## config.mk

```make
export PLATFORM = sky130hd
export DESIGN_NAME = machine_csr_unit
export DESIGN_NICKNAME = d
export VERILOG_FILES = /design/src/common/csr_pkg.sv /design/src/common/trap_pkg.sv /design/src/csrfile/csr_access.sv /design/src/csrfile/trap_ctrl.sv /design/src/csrfile/retire_counter.sv /design/src/hdl/machine_csr_unit.sv
export VERILOG_INCLUDE_DIRS = /design/src /design/src/common
export SDC_FILE = /design/constraint.sdc
export NUM_CORES = 1
export LEC_CHECK = 0
export ABC_AREA = 1
export CAP_MARGIN = 0
export CORE_ASPECT_RATIO = 0.6
export CORE_MARGIN = 2
export CORE_UTILIZATION = 40
export DETAILED_ROUTE_END_ITERATION = 10
export DONT_BUFFER_PORTS = 1
export SLEW_MARGIN = 30
export SYNTH_ARGS = -nofsm -noshare
export SYNTH_HDL_FRONTEND = slang
export SYNTH_SLANG_ARGS = --single-unit
```

## constraint.sdc

```tcl
create_clock -name cpu_clock_i -period 4.26 [get_ports cpu_clock_i]
set_input_delay 0.639 -clock cpu_clock_i [delete_from_list [all_inputs] [get_ports cpu_clock_i]]
set_output_delay 0.639 -clock cpu_clock_i [all_outputs]
set_load 0.01 [all_outputs]
```

## src/common/biriq_config.svh

```systemverilog
// Widths and bit positions assume RV32 machine mode only, with three interrupt lines
`ifndef BIRIQ_CONFIG_SVH
`define BIRIQ_CONFIG_SVH

// Data word and CSR address widths
`define CSR_XLEN 32
`define CSR_ADDR_W 12

// Requests the core may have in flight on the CSR channel
`define CSR_CREDITS 2

// Saved PC is word aligned, so the two low bits are not stored
`define EPC_W 30

// Software, timer and external lines
`define IRQ_W 3

// mstatus fields
`define MSTATUS_MIE_BIT 3
`define MSTATUS_MPIE_BIT 7

// mip and mie share one layout
`define MIP_MSIP_BIT 3
`define MIP_MTIP_BIT 7
`define MIP_MEIP_BIT 11

// mtvec mode field sits in the low bits
`define MTVEC_MODE_W 2

`endif

```

## src/common/csr_pkg.sv

```systemverilog
// Only the machine-mode CSRs listed in csr_addr_e exist; any other address is unimplemented
`default_nettype none

`include "biriq_config.svh"

package csr_pkg;

  typedef logic [`CSR_XLEN-1:0] csr_data_t;

  // Implemented CSRs, all in the machine-mode address range
  typedef enum logic [`CSR_ADDR_W-1:0] {
    CSR_MSTATUS   = 12'h300,
    CSR_MIE       = 12'h304,
    CSR_MTVEC     = 12'h305,
    CSR_MSCRATCH  = 12'h340,
    CSR_MEPC      = 12'h341,
    CSR_MCAUSE    = 12'h342,
    CSR_MTVAL     = 12'h343,
    CSR_MIP       = 12'h344,
    CSR_MINSTRET  = 12'hB02,
    CSR_MINSTRETH = 12'hB82
  } csr_addr_e;

  // Follows the low two bits of the RISC-V CSR funct3 field
  typedef enum logic [1:0] {
    CSR_OP_RSVD  = 2'b00,
    CSR_OP_WRITE = 2'b01,
    CSR_OP_SET   = 2'b10,
    CSR_OP_CLEAR = 2'b11
  } csr_op_e;

  typedef struct packed {
    logic [`CSR_XLEN-`MTVEC_MODE_W-1:0] base;
    logic [`MTVEC_MODE_W-1:0]           mode;
  } mtvec_fields_t;

  // mtvec seen either as a plain word or split into base and mode
  typedef union packed {
    csr_data_t     raw;
    mtvec_fields_t tvec;
  } csr_word_u;

endpackage

`default_nettype wire

```

## src/common/trap_pkg.sv

```systemverilog
// Interrupt vector order is software, timer, external from bit 0 upward
`default_nettype none

`include "biriq_config.svh"

package trap_pkg;

  typedef logic [`EPC_W-1:0] epc_t;
  typedef logic [3:0] cause_code_t;
  typedef logic [`IRQ_W-1:0] irq_vec_t;

  localparam int IRQ_SOFT = 0;
  localparam int IRQ_TIMER = 1;
  localparam int IRQ_EXT = 2;

  // Spread an interrupt vector onto the mip and mie word layout
  function automatic logic [`CSR_XLEN-1:0] irq_to_word(irq_vec_t v);
    logic [`CSR_XLEN-1:0] w;
    w = '0;
    w[`MIP_MSIP_BIT] = v[IRQ_SOFT];
    w[`MIP_MTIP_BIT] = v[IRQ_TIMER];
    w[`MIP_MEIP_BIT] = v[IRQ_EXT];
    return w;
  endfunction

  function automatic irq_vec_t word_to_irq(logic [`CSR_XLEN-1:0] w);
    return {w[`MIP_MEIP_BIT], w[`MIP_MTIP_BIT], w[`MIP_MSIP_BIT]};
  endfunction

endpackage

`default_nettype wire

```

## src/csrfile/csr_access.sv

```systemverilog
// Requester must hold a credit per request; responses land exactly one cycle after acceptance
`timescale 1ns/1ns
`default_nettype none

`include "biriq_config.svh"

module csr_access
  import csr_pkg::*;
  import trap_pkg::*;
(
  input  wire             cpu_clock_i,
  input  wire             rst_i,
  input  wire             csr_valid_i,
  input  wire csr_addr_e  csr_address_i,
  input  wire csr_op_e    csr_opcode_i,
  input  wire             csr_wr_en_i,
  input  wire csr_data_t  csr_data_i,
  input  wire csr_data_t  rdata_trap_i,
  input  wire csr_data_t  rdata_cnt_i,
  input  wire csr_data_t  rdata_cnth_i,
  output logic            csr_done_o,
  output logic            csr_excp_o,
  output csr_data_t       csr_data_o,
  output logic            csr_credit_o,
  output logic            wr_trap_o,
  output logic            wr_cnt_o,
  output logic            wr_hi_o,
  output csr_addr_e       wr_addr_o,
  output csr_data_t       wr_value_o,
  output irq_vec_t        mie_bits_o,
  output csr_data_t       mtvec_o
);

  localparam int credit_w = $clog2(`CSR_CREDITS + 1) + 1;

  logic [credit_w-1:0] init_cnt_q;
  logic [credit_w-1:0] held_q;
  logic                init_busy;
  irq_vec_t            mie_q;
  csr_word_u           mtvec_q;
  csr_data_t           mscratch_q;
  csr_data_t           old_value;
  csr_data_t           new_value;
  csr_word_u           tvec_legal;
  logic                implemented;
  logic                excp;
  logic                do_write;

  // Old value of the addressed register, from here or from its owner
  always_comb begin
    implemented = 1'b1;
    old_value = '0;
    case (csr_address_i)
      CSR_MSTATUS, CSR_MEPC, CSR_MCAUSE, CSR_MTVAL, CSR_MIP: old_value = rdata_trap_i;
      CSR_MIE:       old_value = irq_to_word(mie_q);
      CSR_MTVEC:     old_value = mtvec_q.raw;
      CSR_MSCRATCH:  old_value = mscratch_q;
      CSR_MINSTRET:  old_value = rdata_cnt_i;
      CSR_MINSTRETH: old_value = rdata_cnth_i;
      default:       implemented = 1'b0;
    endcase
  end

  always_comb begin
    case (csr_opcode_i)
      CSR_OP_SET:   new_value = old_value | csr_data_i;
      CSR_OP_CLEAR: new_value = old_value & ~csr_data_i;
      default:      new_value = csr_data_i;
    endcase
  end

  // mip is read only, so a write attempt traps instead of being ignored
  assign excp = !implemented || (csr_opcode_i == CSR_OP_RSVD) ||
                ((csr_address_i == CSR_MIP) && csr_wr_en_i);
  assign do_write = csr_valid_i && csr_wr_en_i && !excp;

  assign wr_trap_o = do_write && (csr_address_i inside {CSR_MSTATUS, CSR_MEPC,
                                                        CSR_MCAUSE, CSR_MTVAL});
  assign wr_cnt_o = do_write && (csr_address_i inside {CSR_MINSTRET, CSR_MINSTRETH});
  assign wr_hi_o = (csr_address_i == CSR_MINSTRETH);
  assign wr_addr_o = csr_address_i;
  assign wr_value_o = new_value;

  // Modes 2 and 3 are reserved and fall back to direct mode
  always_comb begin
    tvec_legal.raw = new_value;
    if (tvec_legal.tvec.mode[1]) begin
      tvec_legal.tvec.mode = '0;
    end
  end

  always_ff @(posedge cpu_clock_i) begin
    if (rst_i) begin
      mie_q <= '0;
      mtvec_q <= '0;
      mscratch_q <= '0;
    end else if (do_write) begin
      case (csr_address_i)
        CSR_MIE:      mie_q <= word_to_irq(new_value);
        CSR_MTVEC:    mtvec_q <= tvec_legal;
        CSR_MSCRATCH: mscratch_q <= new_value;
        default:      ;
      endcase
    end
  end

  assign init_busy = (init_cnt_q < credit_w'(`CSR_CREDITS));

  // The initial credit run pauses while a response already returns a credit
  always_ff @(posedge cpu_clock_i) begin
    if (rst_i) begin
      csr_done_o <= 1'b0;
      csr_excp_o <= 1'b0;
      csr_credit_o <= 1'b0;
      csr_data_o <= '0;
      init_cnt_q <= '0;
    end else begin
      csr_done_o <= csr_valid_i;
      csr_excp_o <= csr_valid_i && excp;
      csr_credit_o <= csr_valid_i || init_busy;
      if (csr_valid_i) begin
        csr_data_o <= old_value;
      end
      if (init_busy && !csr_valid_i) begin
        init_cnt_q <= init_cnt_q + 1'b1;
      end
    end
  end

  // Mirror of the credits the requester holds
  always_ff @(posedge cpu_clock_i) begin
    if (rst_i) begin
      held_q <= '0;
    end else if (csr_credit_o && !csr_valid_i) begin
      held_q <= held_q + 1'b1;
    end else if (!csr_credit_o && csr_valid_i) begin
      held_q <= held_q - 1'b1;
    end
  end

  assign mie_bits_o = mie_q;
  assign mtvec_o = mtvec_q.raw;

  a_credit_held: assert property (@(posedge cpu_clock_i) disable iff (rst_i)
    csr_valid_i |-> (held_q != '0))
    else $error("CSR request issued without a credit");

  a_opcode_known: assert property (@(posedge cpu_clock_i) disable iff (rst_i)
    csr_valid_i |-> !$isunknown(csr_opcode_i))
    else $error("CSR opcode unknown on a valid request");

endmodule

`default_nettype wire

```

## src/csrfile/trap_ctrl.sv

```systemverilog
// Trap, interrupt and mret inputs must be one-hot or idle; mip is read only
`timescale 1ns/1ns
`default_nettype none

`include "biriq_config.svh"

module trap_ctrl
  import csr_pkg::*;
  import trap_pkg::*;
(
  input  wire               cpu_clock_i,
  input  wire               rst_i,
  input  wire               take_exception_i,
  input  wire               take_interrupt_i,
  input  wire               mret_i,
  input  wire epc_t         epc_i,
  input  wire csr_data_t    mtval_i,
  input  wire cause_code_t  mcause_i,
  input  wire irq_vec_t     ext_int_i,
  input  wire irq_vec_t     mie_bits_i,
  input  wire               wr_trap_i,
  input  wire csr_addr_e    wr_addr_i,
  input  wire csr_data_t    wr_value_i,
  output csr_data_t         rdata_trap_o,
  output epc_t              mepc_o,
  output logic              mie_o,
  output logic              int_pending_o,
  output irq_vec_t          mip_o
);

  logic        trap_take;
  irq_vec_t    irq_meta_q;
  irq_vec_t    irq_sync_q;
  logic        mie_q;
  logic        mpie_q;
  epc_t        mepc_q;
  logic        mcause_int_q;
  cause_code_t mcause_code_q;
  csr_data_t   mtval_q;

  assign trap_take = take_exception_i | take_interrupt_i;

  // Two-stage synchronizer for the asynchronous interrupt lines
  always_ff @(posedge cpu_clock_i) begin
    if (rst_i) begin
      irq_meta_q <= '0;
      irq_sync_q <= '0;
    end else begin
      irq_meta_q <= ext_int_i;
      irq_sync_q <= irq_meta_q;
    end
  end

  // Trap beats mret, and both beat a software write to mstatus
  always_ff @(posedge cpu_clock_i) begin
    if (rst_i) begin
      mie_q <= 1'b0;
      mpie_q <= 1'b0;
    end else if (trap_take) begin
      mpie_q <= mie_q;
      mie_q <= 1'b0;
    end else if (mret_i) begin
      mie_q <= mpie_q;
      mpie_q <= 1'b1;
    end else if (wr_trap_i && (wr_addr_i == CSR_MSTATUS)) begin
      mie_q <= wr_value_i[`MSTATUS_MIE_BIT];
      mpie_q <= wr_value_i[`MSTATUS_MPIE_BIT];
    end
  end

  always_ff @(posedge cpu_clock_i) begin
    if (rst_i) begin
      mepc_q <= '0;
      mcause_int_q <= 1'b0;
      mcause_code_q <= '0;
      mtval_q <= '0;
    end else if (trap_take) begin
      mepc_q <= epc_i;
      mcause_int_q <= take_interrupt_i;
      mcause_code_q <= mcause_i;
      mtval_q <= take_exception_i ? mtval_i : '0;
    end else if (wr_trap_i) begin
      case (wr_addr_i)
        CSR_MEPC: mepc_q <= wr_value_i[`CSR_XLEN-1 -: `EPC_W];
        CSR_MCAUSE: begin
          mcause_int_q <= wr_value_i[`CSR_XLEN-1];
          mcause_code_q <= wr_value_i[$bits(cause_code_t)-1:0];
        end
        CSR_MTVAL: mtval_q <= wr_value_i;
        default: ;
      endcase
    end
  end

  always_comb begin
    rdata_trap_o = '0;
    case (wr_addr_i)
      CSR_MSTATUS: begin
        rdata_trap_o[`MSTATUS_MIE_BIT] = mie_q;
        rdata_trap_o[`MSTATUS_MPIE_BIT] = mpie_q;
      end
      CSR_MEPC:   rdata_trap_o = {mepc_q, {(`CSR_XLEN-`EPC_W){1'b0}}};
      CSR_MCAUSE: rdata_trap_o = {mcause_int_q, {(`CSR_XLEN-5){1'b0}}, mcause_code_q};
      CSR_MTVAL:  rdata_trap_o = mtval_q;
      CSR_MIP:    rdata_trap_o = irq_to_word(irq_sync_q);
      default:    ;
    endcase
  end

  assign mepc_o = mepc_q;
  assign mie_o = mie_q;
  assign mip_o = irq_sync_q;
  assign int_pending_o = mie_q && |(irq_sync_q & mie_bits_i);

  a_trap_onehot: assert property (@(posedge cpu_clock_i) disable iff (rst_i)
    $onehot0({take_exception_i, take_interrupt_i, mret_i}))
    else $error("More than one of exception, interrupt and mret raised");

endmodule

`default_nettype wire

```

## src/csrfile/retire_counter.sv

```systemverilog
// A write to either half drops that cycle's commit increment entirely
`timescale 1ns/1ns
`default_nettype none

`include "biriq_config.svh"

module retire_counter
  import csr_pkg::*;
(
  input  wire            cpu_clock_i,
  input  wire            rst_i,
  input  wire            commit0_i,
  input  wire            commit1_i,
  input  wire            wr_cnt_i,
  input  wire            wr_hi_i,
  input  wire csr_data_t wr_value_i,
  output csr_data_t      rdata_lo_o,
  output csr_data_t      rdata_hi_o
);

  localparam int cnt_w = 2 * `CSR_XLEN;

  logic [1:0]       inc;
  logic [cnt_w-1:0] count_q;
  logic [cnt_w-1:0] count_next;

  // Both commit ports may retire in the same cycle
  assign inc = {1'b0, commit0_i} + {1'b0, commit1_i};

  // Full 64-bit add so the carry reaches minstreth
  assign count_next = count_q + {{(cnt_w-2){1'b0}}, inc};

  always_ff @(posedge cpu_clock_i) begin
    if (rst_i) begin
      count_q <= '0;
    end else if (wr_cnt_i) begin
      if (wr_hi_i) begin
        count_q[cnt_w-1:`CSR_XLEN] <= wr_value_i;
      end else begin
        count_q[`CSR_XLEN-1:0] <= wr_value_i;
      end
    end else begin
      count_q <= count_next;
    end
  end

  assign rdata_lo_o = count_q[`CSR_XLEN-1:0];
  assign rdata_hi_o = count_q[cnt_w-1:`CSR_XLEN];

endmodule

`default_nettype wire

```

## src/hdl/machine_csr_unit.sv

```systemverilog
// Machine mode only; the core must obey the credit protocol and one-hot trap inputs
`timescale 1ns/1ns
`default_nettype none

module machine_csr_unit
  import csr_pkg::*;
  import trap_pkg::*;
(
  input  wire               cpu_clock_i,
  input  wire               rst_i,
  // CSR request channel
  input  wire               csr_valid_i,
  input  wire csr_addr_e    csr_address_i,
  input  wire csr_op_e      csr_opcode_i,
  input  wire               csr_wr_en_i,
  input  wire csr_data_t    csr_data_i,
  output logic              csr_done_o,
  output logic              csr_excp_o,
  output csr_data_t         csr_data_o,
  output logic              csr_credit_o,
  // Trap interface from the commit stage
  input  wire               take_exception_i,
  input  wire               take_interrupt_i,
  input  wire               mret_i,
  input  wire epc_t         epc_i,
  input  wire csr_data_t    mtval_i,
  input  wire cause_code_t  mcause_i,
  input  wire irq_vec_t     ext_int_i,
  input  wire               commit0_i,
  input  wire               commit1_i,
  output irq_vec_t          mip_o,
  output logic              mie_o,
  output logic              int_pending_o,
  output epc_t              mepc_o,
  output csr_data_t         mtvec_o
);

  logic      wr_trap;
  logic      wr_cnt;
  logic      wr_hi;
  csr_addr_e wr_addr;
  csr_data_t wr_value;
  irq_vec_t  mie_bits;
  csr_data_t rdata_trap;
  csr_data_t cnt_lo;
  csr_data_t cnt_hi;

  csr_access u_csr_access (
    .cpu_clock_i  (cpu_clock_i),
    .rst_i        (rst_i),
    .csr_valid_i  (csr_valid_i),
    .csr_address_i(csr_address_i),
    .csr_opcode_i (csr_opcode_i),
    .csr_wr_en_i  (csr_wr_en_i),
    .csr_data_i   (csr_data_i),
    .rdata_trap_i (rdata_trap),
    .rdata_cnt_i  (cnt_lo),
    .rdata_cnth_i (cnt_hi),
    .csr_done_o   (csr_done_o),
    .csr_excp_o   (csr_excp_o),
    .csr_data_o   (csr_data_o),
    .csr_credit_o (csr_credit_o),
    .wr_trap_o    (wr_trap),
    .wr_cnt_o     (wr_cnt),
    .wr_hi_o      (wr_hi),
    .wr_addr_o    (wr_addr),
    .wr_value_o   (wr_value),
    .mie_bits_o   (mie_bits),
    .mtvec_o      (mtvec_o)
  );

  trap_ctrl u_trap_ctrl (
    .cpu_clock_i     (cpu_clock_i),
    .rst_i           (rst_i),
    .take_exception_i(take_exception_i),
    .take_interrupt_i(take_interrupt_i),
    .mret_i          (mret_i),
    .epc_i           (epc_i),
    .mtval_i         (mtval_i),
    .mcause_i        (mcause_i),
    .ext_int_i       (ext_int_i),
    .mie_bits_i      (mie_bits),
    .wr_trap_i       (wr_trap),
    .wr_addr_i       (wr_addr),
    .wr_value_i      (wr_value),
    .rdata_trap_o    (rdata_trap),
    .mepc_o          (mepc_o),
    .mie_o           (mie_o),
    .int_pending_o   (int_pending_o),
    .mip_o           (mip_o)
  );

  retire_counter u_retire_counter (
    .cpu_clock_i(cpu_clock_i),
    .rst_i      (rst_i),
    .commit0_i  (commit0_i),
    .commit1_i  (commit1_i),
    .wr_cnt_i   (wr_cnt),
    .wr_hi_i    (wr_hi),
    .wr_value_i (wr_value),
    .rdata_lo_o (cnt_lo),
    .rdata_hi_o (cnt_hi)
  );

endmodule

`default_nettype wire

```

==> out/qor.yml, run 1 <==
fp.dieW_um: 255
slowest_stage: "nor3_1"
synth_simple_gate_area_share_pct: 44.2
path_class: "flip-flop to flip-flop"
ctsLongestPathBuffers: 3
grt_max_degree: 104
antenna_cells: 0
critPathLaunchType: "flip-flop"
postCtsSetupBuffers: 0
cts_buffers: 27
netlist_area_mm2: 0.0151
post_synth_inst_count: 2612
avgSynthCellArea_um2: 5.79
first_pass_iters: 8
powerDensity_mw_per_mm2: 329
synth-seq-cells: 243
synthArstFlopShare_pct: 0
relSlewSlack_pct: 37.8
antenna_found_initial: 0
crit_buf_inv: 5
die_area_mm2: 0.0394
synth_mux_area_share_pct: 0
end_kind: "flip-flop"
wl_per_cell_um: 21.5
root_buffer: "clkbuf_16"
crit_top_cell: "inv_1"
htreeDepth: 1
timing_hold_violations_final: 0
grt_remaining_overflow: 0
seq_area_mm2: 0.00486
critPathTopFamily: "simple AND/OR/NAND/NOR gates"
drc: 0
fp.dieH_um: 155
synth-main-ff-cell: "dfxtp_1"
yosysUniqueCellTypes: 38
row_count: 55
synth_fp_nets: 2739
maxCapViolCount: 0
setup-violations-final: 0
ios: 226
synthAdderAreaFrac_pct: 0.298
post-route-min-period_ns: 2.95
grt.total_usage_pct: 32.9
slowest_delay_ns: 0.54
cts.clk_slew.worst_paths_ns: 0.08
core-area_mm2: 0.0375
fillCellCount: 4078
cts_hold_buffers: 0
grt_pass1_vias: 15200
synthXorXnorAreaFrac_pct: 3.13
status: "finished, final reports clean"
first_iter_violations: 2028
dp_hpwl_um: 50000
synth-seq-area-share_pct: 32.2
initial_core_util_pct: 40.3
hold_path.class: "primary input to flip-flop"
vdd_drop_max_uv: 267
cts_tree: "built"
arrival_ns: 3.40
area_growth_pct: 8.82
yosysWarnings: 0
timing.fmax_ghz: 0.339
final.setup.tns_ns: 0
power_mw: 5.42
cts_resized: 0
multi_input_area_mm2: 0.00852
grt_pass1_wl_um: 97100
drtAntennaViolNets: 0
fin_crit_sh_pct: 69.2
clock-sinks: 243
drive_gt1_share_pct: 4.12
tightestPinTransition_ns: 0.923
rsz0062_at_grt: "no"
path_max_fanout: 4
layout_common_cells: "800 x nand2_1, 524 x nor2_1, 310 x inv_1, 243 x dfxtp_1, 194 x nand3_1"
p_leak_nw: 7.89
synth_compound_area_share_pct: 8.52
io_buffer_count: 0
wl_um: 66300
gp_congestion: 1.01
clk_latency_ns: 0.57
nets: 2683
vias: 16600
synth-edff-count: 0
crit_chain: "inv_1, fa_1, inv_1, ha_1, inv_1, nor2_1, inv_1, nor3_1, nand3_1, xor2_1, nand2_1, nand3_1, nand2_1, inv_1"
layout_commonest_cell: "nand2_1"
final_max_slew_viol_count: 0
cp.required_ns: 4.71
synth_top_family_by_area: "simple AND/OR/NAND/NOR gates"
fin_skew_ns: 0.0281
vias_per_cell: 5.37
-- power by group --
part / leakage, nW / switching, mW / internal, mW
clock: 0.444 / 1.05 / 1.52
sequential: 1.98 / 0.0729 / 2.35
combinational: 5.46 / 0.295 / 0.136
total: 7.89 / 1.42 / 4.00
-- stage by stage --
step	instances	area (um^2)	util [%]	hold WS (ns)	setup slack, ns
final	3086	16500	43.9	0.153	1.31
after global routing	3086	16500	43.9	0.154	1.08
after CTS	3086	16500	43.9	0.134	1.40
after detailed placement	3040	15500	41.4	0.403	0.977
after global placement	3040	15500	41.4	0.393	0.971
after floorplan	2612	15100	-	0.388	1.66
-- logic make-up after synthesis --
| logic type | after synthesis |
|---|---|
| fa+ha+maj | 3 |
| simple gates | 1634 |
| xor+xnor | 54 |
| other cells | 1 |
| compound gates | 234 |
| flops | 243 |
| buf+inv | 443 |
-- path summary, 6_finish.rpt --
check / from / endpoint / slack, ns / depth (start not counted)
max reg2reg: u_retire_counter.count_q[0]$_SDFFE_PP0P_ / u_retire_counter.count_q[54]$_SDFFE_PP0P_ / 1.31 / 14
max: u_retire_counter.count_q[0]$_SDFFE_PP0P_ / u_retire_counter.count_q[54]$_SDFFE_PP0P_ / 1.31 / 14
min reg2reg: u_trap_ctrl.irq_meta_q[2]$_SDFF_PP0_ / u_trap_ctrl.mip_o[2]$_SDFF_PP0_ / 0.41 / 2
min: rst_i / u_retire_counter.count_q[32]$_SDFFE_PP0P_ / 0.15 / 1
-- routing by layer --
metal / up-vias / GRT usage (%) / wire length, um
met5: - / 0 / 0
met4: 0 / 9.69 / 2100
met3: 115 / 9.63 / 7570
met2: 792 / 48.1 / 27200
met1: 7690 / 46.4 / 29400
li1: 7967 / - / -
-- worst register-to-register path: cells and delay by family, from the launching register on --
kind / cells / cell delay (ns)
buffers and inverters: 5 / 0.51
flip-flops: 1 / 0.31
XOR/XNOR: 1 / 0.20
AND/OR/NAND/NOR: 6 / 1.17
adder cells (fa/ha/maj): 2 / 0.65
-- cells in the mapped netlist (2+ instances only) --
master / count / area (um^2)
nand2_1: 800 / 3000
nor2_1: 527 / 1980
inv_1: 311 / 1170
dfxtp_1: 243 / 4860
nand3_1: 194 / 971
o21ai_0: 103 / 515
clkbuf_1: 64 / 240
a21oi_1: 61 / 305
xor2_1: 44 / 385
nor3_1: 40 / 200
buf_2: 39 / 195
nand3b_1: 33 / 248
o211ai_1: 32 / 240
a31oi_1: 21 / 131
nand4_1: 20 / 125
o21ai_1: 13 / 65.1
inv_2: 10 / 37.5
xnor2_1: 10 / 87.6
buf_4: 8 / 60.1
buf_1: 7 / 26.3
nand2_2: 4 / 25.0
nor2_4: 4 / 45.0
nor4_1: 3 / 18.8
and2_1: 2 / 12.5
buf_6: 2 / 22.5
clkinv_1: 2 / 7.51
ha_1: 2 / 25.0
nor2_2: 2 / 12.5
or2_2: 2 / 12.5
-- final cells by class --
cell class                 count  share of cell area, %
tap                          513                   3.90
multi-input combinational   1926                   51.8
inverter                     323                   7.38
clock inverter                10                   1.14
timing repair buffer          35                   1.75
clock buffer                  36                   4.49
sequential                   243                   29.6
-- registers in the layout (all words and copies together) (netlist names), 4 cells and up --
signal / cells
u_csr_access.csr_data_o: 32
u_csr_access.mscratch_q: 32
u_csr_access.mtvec_o: 31
u_retire_counter.count_q: 64
u_trap_ctrl.mcause_code_q: 4
u_trap_ctrl.mepc_o: 30
u_trap_ctrl.mtval_q: 32
(Power assumes the default switching activity.)
==> run 2, diff against run 1 <==
--- a/config.mk
+++ b/config.mk
@@ -6,7 +6,7 @@
 export SDC_FILE = /design/constraint.sdc
 export NUM_CORES = 1
 export LEC_CHECK = 0
-export ABC_AREA = 1
+export ABC_AREA = 0
 export CAP_MARGIN = 0
 export CORE_ASPECT_RATIO = 0.6
 export CORE_MARGIN = 2
==> constraint.sdc (replaced) <==
create_clock -name cpu_clock_i -period 3.04 [get_ports cpu_clock_i]
set_input_delay 0.456 -clock cpu_clock_i [delete_from_list [all_inputs] [get_ports cpu_clock_i]]
set_output_delay 0.456 -clock cpu_clock_i [all_outputs]
set_load 0.01 [all_outputs]
==> run 2 against run 1 <==
Combinational power up 43%. Synthesized cell count down 30%. Via count down 7.3%. Largest power group is now sequential cells.
==> out/qor.yml, run 2 <==
drc: 0  # unchanged
r2r_slack_ns: 0.15  # was 1.31 ns
cts.clk_slew.worst_paths_ns: 0.07  # was 0.08 ns
fin_crit_sh_pct: 95.2  # was 69.2%
yosysUniqueCellTypes: 83  # was 38
htreeDepth: 1  # unchanged
synth-seq-cells: 243  # unchanged
synth_common_cells: "306 x nand2_1, 243 x dfxtp_1, 152 x o21ai_0"  # was 800 x nand2_1, 527 x nor2_1, 311 x inv_1
grt_max_degree: 131  # was 104
synth-main-ff-cell: "dfxtp_1"  # unchanged
maxCapViolCount: 0  # unchanged
p_leak_nw: 5.40  # was 7.89 nW
r2r_end: "u_retire_counter.count_q[56]$_SDFFE_PP0P_"  # was u_retire_counter.count_q[54]$_SDFFE_PP0P_
root_buffer: "clkbuf_16"  # unchanged
initial_core_util_pct: 40.8  # was 40.3%
rr_worst_depth: 12  # was 14
synth_fp_nets: 1947  # was 2739
area_growth_pct: 15.5  # was 8.82%
fin_skew_ns: 0.0297  # was 0.0281 ns
powerDensity_mw_per_mm2: 459  # was 329 mW/mm^2
largest_register_ff_count: 64  # unchanged
timing.fmax_ghz: 0.346  # was 0.339 GHz
grt_remaining_overflow: 0  # unchanged
ios: 226  # unchanged
synth-edff-count: 0  # unchanged
vias: 15400  # was 16600
multi_input_area_mm2: 0.00832  # was 0.00852 mm^2
grt_pass1_vias: 13800  # was 15200
antenna_found_initial: 0  # unchanged
r2r_start: "u_retire_counter.count_q[0]$_SDFFE_PP0P_"  # unchanged
min_path_cells: 1  # unchanged
timing_hold_violations_final: 0  # unchanged
top_register: "u_retire_counter.count_q"  # unchanged
seq_area_mm2: 0.00486  # unchanged
fp.dieW_um: 244  # was 255 um
drive_gt1_share_pct: 14.6  # was 4.12%
synthDominantCellAreaShare_pct: 35.2  # was 32.2%
layout_common_cells: "306 x nand2_1, 243 x dfxtp_1, 151 x o21ai_0, 141 x buf_4, 115 x nor2_1"  # was 800 x nand2_1, 524 x nor2_1, 310 x inv_1, 243 x dfxtp_1, 194 x nand3_1
yosysWarnings: 0  # unchanged
clk_latency_ns: 0.56  # was 0.57 ns
end_kind: "flip-flop"  # unchanged
post_synth_inst_count: 1820  # was 2612
cp.required_ns: 3.47  # was 4.71 ns
layout_commonest_cell: "nand2_1"  # unchanged
drtAntennaViolNets: 0  # unchanged
tightestPinTransition_ns: 0.992  # was 0.923 ns
final_cells: 2319  # was 3086
synth_most_common_cell: "nand2_1"  # unchanged
path_class: "flip-flop to flip-flop"  # unchanged
grt.total_usage_pct: 35.3  # was 32.9%
synth-seq-area-share_pct: 35.2  # was 32.2%
setup-violations-final: 0  # unchanged
first_iter_violations: 2268  # was 2028
vdd_drop_max_uv: 343  # was 267 uV
fillCellCount: 3373  # was 4078
final_max_slew_viol_count: 0  # unchanged
first_pass_iters: 6  # was 8
dp_hpwl_um: 49000  # was 50000 um
clock-sinks: 243  # unchanged
cts_buffers: 25  # was 27
fp.dieH_um: 148  # was 155 um
path_max_fanout: 4  # unchanged
nets: 1969  # was 2683
post-route-min-period_ns: 2.89  # was 2.95 ns
status: "finished, final reports clean"  # unchanged
min-delay-start: "csr_valid_i"  # was rst_i
cts_tree: "built"  # unchanged
wl_per_cell_um: 28.5  # was 21.5 um
die_area_mm2: 0.0362  # was 0.0394 mm^2
vias_per_cell: 6.62  # was 5.37
arrival_ns: 3.33  # was 3.40 ns
critPathLaunchType: "flip-flop"  # unchanged
worstHoldEndpoint: "u_csr_access.csr_data_o[1]$_SDFFE_PP0P_"  # was u_retire_counter.count_q[32]$_SDFFE_PP0P_
holdWs_ns: 0.00576  # was 0.153 ns
avgSynthCellArea_um2: 7.60  # was 5.79 um^2
netlist_area_mm2: 0.0138  # was 0.0151 mm^2
io_buffer_count: 0  # unchanged
yosys.area.top_type: "dfxtp_1"  # unchanged
wl_um: 66100  # was 66300 um
synthArstFlopShare_pct: 0  # unchanged
hold_path.class: "primary input to flip-flop"  # unchanged
core-area_mm2: 0.0339  # was 0.0375 mm^2
relSlewSlack_pct: 33.9  # was 37.8%
synthTopCellsByArea: "dfxtp_1 35%, nand2_1 8.3%, o21ai_0 5.5%"  # was dfxtp_1 32%, nand2_1 20%, nor2_1 13%
place_inst: 2269  # was 3040
grt_pass1_wl_um: 96300  # was 97100 um
row_count: 52  # was 55
ctsLongestPathBuffers: 3  # unchanged
gp_congestion: 1.05  # was 1.01
run 2: logic make-up (layout without fill, tap and decap cells):
| logic type | after synthesis | count (layout) | synth area share, % |
|---|---|---|---|
| simple gates | 747 | 747 | 26.4 |
| xor+xnor | 4 | 4 | 0.253 |
| flops | 243 | 243 | 35.2 |
| other cells | 1 | 2 | 0.0271 |
| mux | 77 | 77 | 5.85 |
| fa+ha+maj | 3 | 3 | 0.325 |
| buf+inv | 186 | 225 | 5.39 |
| compound gates | 559 | 559 | 26.6 |
run 2: repair_timing:
action / in CTS / in global routing
gates cloned: 0 / 0
hold endpoints to repair: 62 / 0
setup endpoints to repair: 1 / 13
setup buffers: 0 / 2
gates resized for setup: 1 / 6
hold buffers: 3 / 0
pin swaps: 0 / 1
run 2: worst max path at each step:
stage                                        startpoint                                        end  slack (ns)  cells past startpoint
4_1_cts        u_retire_counter.count_q[0]$_SDFFE_PP0P_  u_retire_counter.count_q[56]$_SDFFE_PP0P_        0.08                     12
6_report       u_retire_counter.count_q[0]$_SDFFE_PP0P_  u_retire_counter.count_q[56]$_SDFFE_PP0P_        0.15                     12
3_5_place_dp                                  commit0_i  u_retire_counter.count_q[56]$_SDFFE_PP0P_       -0.19                     12
2_1_floorplan                                 commit0_i  u_retire_counter.count_q[42]$_SDFFE_PP0P_        0.11                     11
3_3_place_gp                                  commit0_i  u_retire_counter.count_q[56]$_SDFFE_PP0P_       -0.22                     12
5_1_grt        u_retire_counter.count_q[0]$_SDFFE_PP0P_  u_retire_counter.count_q[56]$_SDFFE_PP0P_      -0.006                     12
run 2: cell type report:
cell class	instances	share of cell area [%]
multi-input combinational	1391	52.0
tap	459	3.59
inverter	29	0.681
sequential	243	30.4
clock inverter	11	0.845
timing repair buffer	152	7.92
antenna	1	0.0157
clock buffer	33	4.48
run 2: through the flow:
| step | power [mW] | setup TNS, ns | cell area (um^2) | worst slack, ns | utilization (%) |
|---|---|---|---|---|---|
| detailed placement | 4.04 | -0.194 | 15000 | -0.194 | 44.4 |
| global placement | 4.03 | -0.216 | 15000 | -0.216 | 44.4 |
| global route | 7.52 | -0.00571 | 16000 | -0.00571 | 47.1 |
| floorplan | 3.88 | 0 | 13800 | 0.106 | - |
| finish | 7.33 | 0 | 16000 | 0.146 | 47.2 |
| CTS | 7.32 | 0 | 15900 | 0.0843 | 47.0 |
run 2: worst max-delay path: stages, from the launching register on:
cell and delay (ns):
dfxtp_1 0.35, inv_1 0.08, fa_2 0.37, inv_1 0.09, ha_1 0.19, nand3_1 0.15
nor3_2 0.26, buf_4 0.15, nand4_1 0.19, nor4_4 0.40, buf_4 0.19, mux2i_2 0.23
a41oi_1 0.12
run 2: power breakdown:
group / total, mW / leakage [nW] / switching [mW] / internal, mW
clock network: 3.32 / 0.420 / 1.42 / 1.90
logic: 0.615 / 3.00 / 0.380 / 0.236
registers: 3.40 / 1.98 / 0.110 / 3.29
total: 7.33 / 5.40 / 1.91 / 5.42
run 2: layer usage:
layer	routed length, um	vias to the layer above	track usage, %
li1	-	6822	-
met1	29100	7443	52.3
met2	26600	968	49.7
met3	8430	125	10.3
met4	1960	0	8.87
met5	0	-	0
